$ cat src/lsu_cfg.svh
`ifndef LSU_CFG_SVH
`define LSU_CFG_SVH

// Lanes in one register row
`define LSU_LANES 8

// Memory word width of each lane access
`define LSU_WORD_W 32

`define LSU_VADDR_W 10  // Vector register file address
`define LSU_SADDR_W 9   // Scalar register file address

`define LSU_WFID_W 6

// Rows minus one allows up to four rows per operation
`define LSU_DEPTH_W 2

`endif

$ cat src/lsu_pkg.sv
`default_nettype none

`include "lsu_cfg.svh"

package lsu_pkg;

    typedef logic [`LSU_WORD_W-1:0] word_t;
    typedef logic [`LSU_LANES*`LSU_WORD_W-1:0] lane_vec_t;  // One word per lane
    typedef logic [`LSU_LANES-1:0] lane_mask_t;
    typedef logic [$clog2(`LSU_LANES)-1:0] lane_idx_t;     // Lane index or op count

    typedef logic [`LSU_VADDR_W-1:0] vaddr_t;
    typedef logic [`LSU_SADDR_W-1:0] saddr_t;
    typedef logic [`LSU_WFID_W-1:0] wfid_t;
    typedef logic [`LSU_DEPTH_W-1:0] depth_t;

    // Operation sequence
    typedef enum logic [2:0] {
        idle,
        addr,           // Lane addresses and memory space valid
        mem_access,
        reg_write,      // Gathered row goes to the register file
        reg_read_req,
        reg_read_data,  // Source row returns from the vector register file
        done
    } lsu_state_t;

endpackage

`default_nettype wire

$ cat src/lsu_ctrl.sv
`default_nettype none

module lsu_ctrl import lsu_pkg::*; (
    input  logic   clk,
    input  logic   rst,
    input  logic   mem_op_rd,
    input  logic   mem_op_wr,
    input  wfid_t  lsu_wfid,
    input  logic [31:0] instr_pc,
    input  logic   mem_gpr,
    input  logic   gm_or_lds,
    input  depth_t gpr_op_depth,
    input  logic   row_end,
    output logic   lsu_rdy,
    output logic   lsu_done,
    output wfid_t  lsu_done_wfid,
    output logic   sgpr_instr_done,
    output logic   vgpr_instr_done,
    output logic [31:0] retire_pc,
    output logic   retire_gm_or_lds,
    output logic   mem_gm_or_lds,
    output logic   op_start,
    output logic   row_start,
    output logic   is_write,
    output logic   is_vector,
    output logic   gpr_wr,
    output logic   vgpr_rd_req,
    output logic   vgpr_capture
);

    lsu_state_t state;
    lsu_state_t state_next;
    depth_t depth_q;
    depth_t row_cnt;
    wfid_t wfid_q;
    logic [31:0] pc_q;
    logic last_row;
    logic row_done;

    assign last_row = (row_cnt == depth_q);

    // A read row closes on its register write, a write row on its last store
    assign row_done = (state == reg_write) || (state == mem_access && is_write && row_end);

    always_ff @(posedge clk) begin
        if (rst) begin
            state <= idle;
            is_write <= 1'b0;
            is_vector <= 1'b0;
            depth_q <= '0;
            row_cnt <= '0;
        end else begin
            state <= state_next;
            if (op_start) begin
                is_write <= mem_op_wr;
                is_vector <= mem_op_wr | mem_gpr;  // Stores always come from a vector row
                depth_q <= gpr_op_depth;
                row_cnt <= '0;
            end else if (row_done) begin
                row_cnt <= row_cnt + 1'b1;
            end
        end
    end

    always_ff @(posedge clk) begin
        if (op_start) begin
            wfid_q <= lsu_wfid;
            pc_q <= instr_pc;
        end
        if (state == addr)
            mem_gm_or_lds <= gm_or_lds;  // Valid one cycle after acceptance
    end

    always_comb begin
        state_next = state;
        case (state)
            idle: begin
                if (mem_op_rd || mem_op_wr)
                    state_next = addr;
            end
            addr: state_next = is_write ? reg_read_req : mem_access;
            mem_access: begin
                if (row_end && !is_write)
                    state_next = reg_write;
                else if (row_end)
                    state_next = last_row ? done : reg_read_req;
            end
            reg_write: state_next = last_row ? done : mem_access;
            reg_read_req: state_next = reg_read_data;
            reg_read_data: state_next = mem_access;
            done: state_next = idle;
            default: state_next = idle;
        endcase
    end

    assign op_start = (state == idle) && (mem_op_rd || mem_op_wr);

    // Memory phase of the next row begins in the following cycle
    assign row_start = (state == addr && !is_write) ||
                       (state == reg_write && !last_row) ||
                       (state == reg_read_data);

    assign gpr_wr = (state == reg_write);
    assign vgpr_rd_req = (state == reg_read_req);
    assign vgpr_capture = (state == reg_read_data);

    assign lsu_rdy = (state == idle);
    assign lsu_done = (state == done);
    assign lsu_done_wfid = wfid_q;
    assign sgpr_instr_done = lsu_done && !is_write && !is_vector;
    assign vgpr_instr_done = lsu_done && !is_write && is_vector;
    assign retire_pc = lsu_done ? pc_q : 32'd0;
    assign retire_gm_or_lds = lsu_done ? mem_gm_or_lds : 1'b0;

endmodule

`default_nettype wire

$ cat src/lsu_mem_seq.sv
`default_nettype none

`include "lsu_cfg.svh"

module lsu_mem_seq import lsu_pkg::*; (
    input  logic       clk,
    input  logic       rst,
    input  logic       op_start,
    input  logic       row_start,
    input  logic       is_write,
    input  logic       is_vector,
    input  lane_idx_t  mem_op_cnt,
    input  lane_vec_t  mem_in_addr,
    input  lane_mask_t exec_base,
    input  logic       mem_ack,
    output logic       mem_rd_en,
    output logic       mem_wr_en,
    output word_t      mem_out_addr,
    output logic       word_ack,
    output lane_idx_t  lane_index,
    output logic       row_end
);

    localparam int W = `LSU_WORD_W;

    lane_vec_t base_addr;    // Lane addresses of row 0
    lane_vec_t lane_addr;    // Current lane sits in word 0
    lane_vec_t reload_addr;
    word_t row_off;          // 4 times the row index
    lane_mask_t mask_q;
    lane_idx_t op_cnt_q;
    lane_idx_t cnt;
    logic op_start_q;
    logic busy;
    logic skip;
    logic strobe;

    // Row 0 can start in the very cycle the addresses are sampled
    always_comb begin
        for (int i = 0; i < `LSU_LANES; i++)
            reload_addr[i*W +: W] = (op_start_q ? mem_in_addr[i*W +: W] : base_addr[i*W +: W])
                                    + row_off;
    end

    assign skip = is_vector && !mask_q[0];  // Inactive lane ends a vector row
    assign strobe = busy && !skip;
    assign mem_rd_en = strobe && !is_write;
    assign mem_wr_en = strobe && is_write;
    assign word_ack = strobe && mem_ack;
    assign row_end = busy && (skip || (mem_ack && cnt == op_cnt_q));
    assign lane_index = cnt;
    assign mem_out_addr = lane_addr[W-1:0];

    always_ff @(posedge clk) begin
        if (rst) begin
            busy <= 1'b0;
            cnt <= '0;
            row_off <= '0;
            op_start_q <= 1'b0;
        end else begin
            op_start_q <= op_start;
            if (op_start)
                row_off <= '0;
            if (row_start) begin
                busy <= 1'b1;
                cnt <= '0;
            end else if (row_end) begin
                busy <= 1'b0;
                row_off <= row_off + word_t'(4);
            end else if (word_ack) begin
                cnt <= cnt + 1'b1;
            end
        end
    end

    always_ff @(posedge clk) begin
        if (op_start)
            op_cnt_q <= mem_op_cnt;
        if (op_start_q)
            base_addr <= mem_in_addr;
        if (row_start) begin
            lane_addr <= reload_addr;
            mask_q <= exec_base;
        end else if (word_ack) begin
            mask_q <= mask_q >> 1;
            if (!is_vector)
                lane_addr[W-1:0] <= lane_addr[W-1:0] + word_t'(4);  // Scalar words are contiguous
            else
                lane_addr <= lane_addr >> W;
        end
    end

endmodule

`default_nettype wire

$ cat src/lsu_lane_buffer.sv
`default_nettype none

`include "lsu_cfg.svh"

module lsu_lane_buffer import lsu_pkg::*; (
    input  logic      clk,
    input  logic      rst,
    input  logic      is_write,
    input  logic      word_ack,
    input  lane_idx_t lane_index,
    input  word_t     mem_rd_data,
    input  logic      vgpr_capture,
    input  lane_vec_t vgpr_source1_data,
    output lane_vec_t lane_data,
    output word_t     mem_wr_data
);

    lane_vec_t data_q;

    always_ff @(posedge clk) begin
        if (rst) begin
            data_q <= '0;
        end else if (vgpr_capture) begin
            data_q <= vgpr_source1_data;  // Whole source row for a store
        end else if (word_ack) begin
            if (is_write)
                data_q <= data_q >> `LSU_WORD_W;  // Next lane moves into word 0
            else
                data_q[lane_index*`LSU_WORD_W +: `LSU_WORD_W] <= mem_rd_data;
        end
    end

    assign lane_data = data_q;

    // Store data always comes from word 0
    assign mem_wr_data = data_q[`LSU_WORD_W-1:0];

endmodule

`default_nettype wire

$ cat src/lsu_writeback.sv
`default_nettype none

`include "lsu_cfg.svh"

module lsu_writeback import lsu_pkg::*; (
    input  logic       clk,
    input  logic       rst,
    input  logic       op_start,
    input  logic       is_vector,
    input  logic       gpr_wr,
    input  logic       vgpr_rd_req,
    input  lane_mask_t exec_mask,
    input  logic [3:0] sgpr_wr_mask,
    input  vaddr_t     decoded_dest_addr,
    input  vaddr_t     decoded_vgpr_source1_addr,
    input  lane_vec_t  lane_data,
    output logic [4*`LSU_WORD_W-1:0] sgpr_dest_data,
    output saddr_t     sgpr_dest_addr,
    output logic [3:0] sgpr_dest_wr_en,
    output lane_vec_t  vgpr_dest_data,
    output vaddr_t     vgpr_dest_addr,
    output logic       vgpr_dest_wr_en,
    output lane_mask_t vgpr_wr_mask,
    output logic       vgpr_source1_rd_en,
    output vaddr_t     vgpr_source1_addr,
    output lane_mask_t exec_base
);

    vaddr_t dest_addr_q;
    vaddr_t src_addr_q;
    logic [3:0] wr_mask_q;

    always_ff @(posedge clk) begin
        if (rst) begin
            dest_addr_q <= '0;
            src_addr_q <= '0;
            exec_base <= '0;
            wr_mask_q <= '0;
        end else if (op_start) begin
            dest_addr_q <= decoded_dest_addr;
            src_addr_q <= decoded_vgpr_source1_addr;
            exec_base <= exec_mask;
            wr_mask_q <= sgpr_wr_mask;
        end else begin
            if (gpr_wr)
                dest_addr_q <= dest_addr_q + 1'b1;  // Next row goes one register up
            if (vgpr_rd_req)
                src_addr_q <= src_addr_q + 1'b1;
        end
    end

    // Scalar rows take the low four words only
    assign sgpr_dest_data = lane_data[4*`LSU_WORD_W-1:0];
    assign sgpr_dest_addr = dest_addr_q[`LSU_SADDR_W-1:0];
    assign sgpr_dest_wr_en = {4{gpr_wr && !is_vector}} & wr_mask_q;

    assign vgpr_dest_data = lane_data;
    assign vgpr_dest_addr = dest_addr_q;
    assign vgpr_dest_wr_en = gpr_wr && is_vector;
    assign vgpr_wr_mask = exec_base;

    assign vgpr_source1_rd_en = vgpr_rd_req;
    assign vgpr_source1_addr = src_addr_q;

endmodule

`default_nettype wire

$ cat src/lsu_top.sv
`default_nettype none

`include "lsu_cfg.svh"

module lsu_top import lsu_pkg::*; (
    input  logic       clk,
    input  logic       rst,
    input  wfid_t      lsu_wfid,
    input  logic [31:0] instr_pc,
    input  lane_idx_t  mem_op_cnt,
    input  logic       mem_op_rd,
    input  logic       mem_op_wr,
    input  logic       mem_gpr,
    input  logic       gm_or_lds,
    input  logic [3:0] sgpr_wr_mask,
    input  depth_t     gpr_op_depth,
    input  lane_mask_t exec_mask,
    input  lane_vec_t  mem_in_addr,
    input  logic       mem_ack,
    input  word_t      mem_rd_data,
    input  lane_vec_t  vgpr_source1_data,
    input  vaddr_t     decoded_vgpr_source1_addr,
    input  vaddr_t     decoded_dest_addr,
    output logic [4*`LSU_WORD_W-1:0] sgpr_dest_data,
    output logic [3:0] sgpr_dest_wr_en,
    output saddr_t     sgpr_dest_addr,
    output lane_vec_t  vgpr_dest_data,
    output logic       vgpr_dest_wr_en,
    output lane_mask_t vgpr_wr_mask,
    output vaddr_t     vgpr_dest_addr,
    output logic       lsu_rdy,
    output logic       lsu_done,
    output wfid_t      lsu_done_wfid,
    output logic       sgpr_instr_done,
    output logic       vgpr_instr_done,
    output logic [31:0] retire_pc,
    output logic       retire_gm_or_lds,
    output logic       mem_rd_en,
    output logic       mem_wr_en,
    output word_t      mem_out_addr,
    output word_t      mem_wr_data,
    output logic [`LSU_WFID_W:0] mem_tag_req,
    output logic       mem_gm_or_lds,
    output logic       vgpr_source1_rd_en,
    output vaddr_t     vgpr_source1_addr
);

    logic op_start;
    logic row_start;
    logic is_write;
    logic is_vector;
    logic gpr_wr;
    logic vgpr_rd_req;
    logic vgpr_capture;
    logic word_ack;
    logic row_end;
    lane_idx_t lane_index;
    lane_mask_t exec_base;
    lane_vec_t lane_data;

    // Read tag carries the owning wavefront
    assign mem_tag_req = {lsu_done_wfid, mem_rd_en};

    lsu_ctrl ctrl_inst (
        .clk, .rst, .mem_op_rd, .mem_op_wr, .lsu_wfid, .instr_pc, .mem_gpr, .gm_or_lds,
        .gpr_op_depth, .row_end, .lsu_rdy, .lsu_done, .lsu_done_wfid, .sgpr_instr_done,
        .vgpr_instr_done, .retire_pc, .retire_gm_or_lds, .mem_gm_or_lds, .op_start,
        .row_start, .is_write, .is_vector, .gpr_wr, .vgpr_rd_req, .vgpr_capture
    );

    lsu_mem_seq mem_seq_inst (
        .clk, .rst, .op_start, .row_start, .is_write, .is_vector, .mem_op_cnt, .mem_in_addr,
        .exec_base, .mem_ack, .mem_rd_en, .mem_wr_en, .mem_out_addr, .word_ack, .lane_index,
        .row_end
    );

    lsu_lane_buffer lane_buffer_inst (
        .clk, .rst, .is_write, .word_ack, .lane_index, .mem_rd_data, .vgpr_capture,
        .vgpr_source1_data, .lane_data, .mem_wr_data
    );

    lsu_writeback writeback_inst (
        .clk, .rst, .op_start, .is_vector, .gpr_wr, .vgpr_rd_req, .exec_mask, .sgpr_wr_mask,
        .decoded_dest_addr, .decoded_vgpr_source1_addr, .lane_data, .sgpr_dest_data,
        .sgpr_dest_addr, .sgpr_dest_wr_en, .vgpr_dest_data, .vgpr_dest_addr, .vgpr_dest_wr_en,
        .vgpr_wr_mask, .vgpr_source1_rd_en, .vgpr_source1_addr, .exec_base
    );

endmodule

`default_nettype wire

$ cat config.mk
export PLATFORM = sky130hd
export DESIGN_NAME = lsu_top
export DESIGN_NICKNAME = d
export VERILOG_FILES = /design/src/lsu_pkg.sv /design/src/lsu_ctrl.sv /design/src/lsu_mem_seq.sv /design/src/lsu_lane_buffer.sv /design/src/lsu_writeback.sv /design/src/lsu_top.sv
export VERILOG_INCLUDE_DIRS = /design/src /design/src/src
export SDC_FILE = /design/constraint.sdc
export NUM_CORES = 2
export LEC_CHECK = 0
export BUFFER_PORTS_ARGS = -buffer_cell sky130_fd_sc_hd__buf_2
export CELL_PAD_IN_SITES_DETAIL_PLACEMENT = 1
export CELL_PAD_IN_SITES_GLOBAL_PLACEMENT = 1
export CORE_AREA = 10 10 450 452
export CTS_BUF_LIST = sky130_fd_sc_hd__clkbuf_16
export DETAILED_ROUTE_END_ITERATION = 16
export DIE_AREA = 0 0 460 462
export HOLD_SLACK_MARGIN = 0.1
export PLACE_DENSITY_LB_ADDON = 0.1
export SYNTH_ARGS = -nofsm -noshare
export SYNTH_HDL_FRONTEND = slang
export SYNTH_SLANG_ARGS = --single-unit
$ cat constraint.sdc
create_clock -name clk -period 24.4 [get_ports clk]
set_clock_uncertainty 0.1 [all_clocks]
set_input_delay 2.44 -clock clk [delete_from_list [all_inputs] [get_ports clk]]
set_output_delay 2.44 -clock clk [all_outputs]
set_load 0.1 [all_outputs]
==> run metrics <==
setup bufs post-CTS=0; chip height=between 400 and 500 um; nets=approximately 7400; Seq cells post-synth=between 800 and 900; CP dominant cell by count=buf_12; WHS=between 0.3 and 0.4 ns; chip width=between 400 and 500 um; Final Max Slew Viols=0; Total GRT Usage=0.279; minimum clock period=a little over 6 ns; global-route congestion overflow total=0; CTS H-tree lvls=3; Worst Hold Class=flop to flop; Max-Cap Viols=1; Total Neg Setup Slack=0 ns; cell taking the most area after synthesis=edfxtp_1; CP cell instances=buf_12 -> buf_12 -> buf_4 -> mux2_2 -> ha_1 -> o21ai_0 -> o211ai_1 -> nand2_1 -> o41ai_1 -> a31oi_2 -> o221ai_1 -> or4_1 -> a31oi_1 -> xnor2_1 -> o21ai_1; global-route wire length before repair=approximately 420000 um; RSZ-0062 raised after global routing=false; top cell type's share of synthesized area=0.317; Rows=~160; top_reg_cell synth=edfxtp_1; vias per cell=between 5 and 6; Root Driver=clkbuf_16; Startpoint Class=flop; largest net degree at the start of global routing=204; CTS Hold Bufs=0; DRT iter0 DRCs=about 4800; Mean Syn Cell Area=roughly 9.4 sq um; sequential area share after synthesis=0.442; core footprint=between 150000 and 200000 sq um; setup violation total in the final timing report=0; Skew-Pair Late Insertion Delay=between 0.7 and 0.8 ns; input/output buffers=between 1000 and 1500; routed via count=roughly 50000; Power per Cell Area=around 110 nW/um^2; CP Class=flop to flop; P_leak=between 0.02 and 0.03 uW; area growth from synthesis to layout=21.1%; Critical Path End Type=flop; total CTS buffers=~120; initial antenna violation count=around 210; Starting Density=0.275; DRC errors left=0; Req. time, crit path=roughly 25 ns; CP delay by family, top=compound AO/OA/AOI/OAI gates; worst slew pin tran=~1.5 ns; failing checks=capacitance limit; Tcrit/Tclk final=0.251; CTS tree=yes; HPWL Detailed=~250000 um; die footprint=213000 sq um; fraction of registers with async set or reset after synthesis=0; WL per Instance=around 34 um; Worst slew margin=0.00993; Crit-path slowest cell=o41ai_1; Routed WL=315000 um; post-synth cell types=73; layout cell share with drive strength beyond 1=0.260; peak supply drop=between 0.07 and 0.08 mV; clk sink count=~900; synthesized instance count=~5600; Post-synth top cells=nor2_1, edfxtp_1, a21oi_1; Peak Freq=163 MHz; Ports=1170; Routed Antenna Nets=0; max incr delay on CP=about 0.7 ns; EDFF count, synth=around 560; Yosys warnings=0; Clock transition at path regs=0.06 ns; Post-CTS Resized=0; vias in the first global route=49006; routability cong.=~0.97; most frequent cell after synthesis=nor2_1; largest cells by area after synthesis=edfxtp_1, dfxtp_1, ha_1; post-synthesis net count=6529; final hold violation count=0; Detailed Routing Iterations Pass 1=6; Cell Area, Synth=around 53000 sq um; status=finished, violations left; crit path DAT=about 6.5 ns; Buf+Inv Stages, Crit Path=3; Max Fanout on Critical Path=123; maximum clock insertion buffer count=3
==> worst reg2reg max path, stage by stage, from the launching register on <==
cell and delay [ns]:
dfxtp_4 0.60, buf_12 0.48, buf_12 0.65, buf_4 0.72, mux2_2 0.46, ha_1 0.36
o21ai_0 0.14, o211ai_1 0.32, nand2_1 0.15, o41ai_1 0.70, a31oi_2 0.33, o221ai_1 0.37
or4_1 0.17, a31oi_1 0.10, xnor2_1 0.14, o21ai_1 0.07
==> where the power goes <==
part	total (uW)	internal [uW]	switching (uW)	leakage [uW]
registers	2360	2150	217	0.00797
clock network	1660	926	730	0.00189
logic	2970	750	2220	0.0168
==> kinds of logic after synthesis <==
group                    count (synthesis)  synth area share
XOR/XNOR                               271            0.0445
buffers and inverters                  602            0.0572
AND/OR/NAND/NOR                       1814             0.153
flip-flops                             896             0.442
AO/OA/AOI/OAI                         1515             0.181
adder cells (fa/ha/maj)                263            0.0629
multiplexers                           279            0.0584
==> placed cells by master, fill, tap and decap left out, types with 118 or more instances in the layout <==
cell / n
a21oi_1: 511
a221oi_1: 232
buf_2: 1168
clkbuf_16: 118
dfxtp_1: 328
diode_2: 187
edfxtp_1: 562
ha_1: 255
mux2_2: 252
nand2_1: 446
nor2_1: 676
nor3_1: 263
o21ai_0: 227
xnor2_1: 162
==> path summary, 6_finish.rpt <==
kind | from | to | slack [ns] | depth (start not counted)
worst max-delay path | mem_seq_inst.op_start_q | mem_seq_inst.lane_addr[127] | 18.27 | 15
worst min-delay path | writeback_inst.wr_mask_q[2] | writeback_inst.wr_mask_q[2] | 0.36 | 2
worst max register to register | mem_seq_inst.op_start_q | mem_seq_inst.lane_addr[127] | 18.27 | 15
worst min register to register | writeback_inst.wr_mask_q[2] | writeback_inst.wr_mask_q[2] | 0.36 | 2
==> stage by stage <==
stage	util	instances	worst slack, ns	area [sq um]	total power [uW]
global route	0.332	9269	17.63	64400	7330
finish	0.333	9310	18.27	64500	6990
detailed placement	0.312	8907	18.06	60500	5380
global placement	0.312	8907	18.09	60500	5360
floorplan	-	5640	4.88	53300	4580
CTS	0.330	9123	18.10	64000	7070
==> registers in the layout (all words and copies together), names as in the netlist, 2 cells and up <==
name	cells
lane_buffer_inst.lane_data	256
mem_seq_inst.base_addr	256
mem_seq_inst.lane_addr	256
ctrl_inst.pc_q	32
mem_seq_inst.row_off	32
writeback_inst.vgpr_dest_addr	10
writeback_inst.vgpr_source1_addr	10
mem_seq_inst.mask_q	8
writeback_inst.exec_base	8
ctrl_inst.lsu_done_wfid	6
writeback_inst.wr_mask_q	4
ctrl_inst.state	3
mem_seq_inst.lane_index	3
mem_seq_inst.op_cnt_q	3
ctrl_inst.depth_q	2
ctrl_inst.row_cnt	2
==> layer usage <==
| metal | global-route usage | part of all wire | wire length (um) | up-vias |
|---|---|---|---|---|
| li1 | - | - | - | 22475 |
| met1 | 0.355 | 0.41 | 130000 | 25223 |
| met2 | 0.437 | 0.45 | 141000 | 1922 |
| met3 | 0.0630 | 0.076 | 24000 | 555 |
| met4 | 0.155 | 0.063 | 19900 | 36 |
| met5 | 0 | 0.00073 | 230 | - |
==> cell type report <==
cell class | count | area (sq um)
Timing Repair Buffer | 1258 | 6640
Tap cell | 2542 | 3180
Clock inverter | 98 | 569
Multi-Input combinational cell | 4142 | 26900
Sequential cell | 896 | 23600
Antenna cell | 187 | 468
Inverter | 69 | 259
Clock buffer | 118 | 2950
Fill cell | 22432 | 129000
No activity file was read; power rests on OpenSTA's default activity.
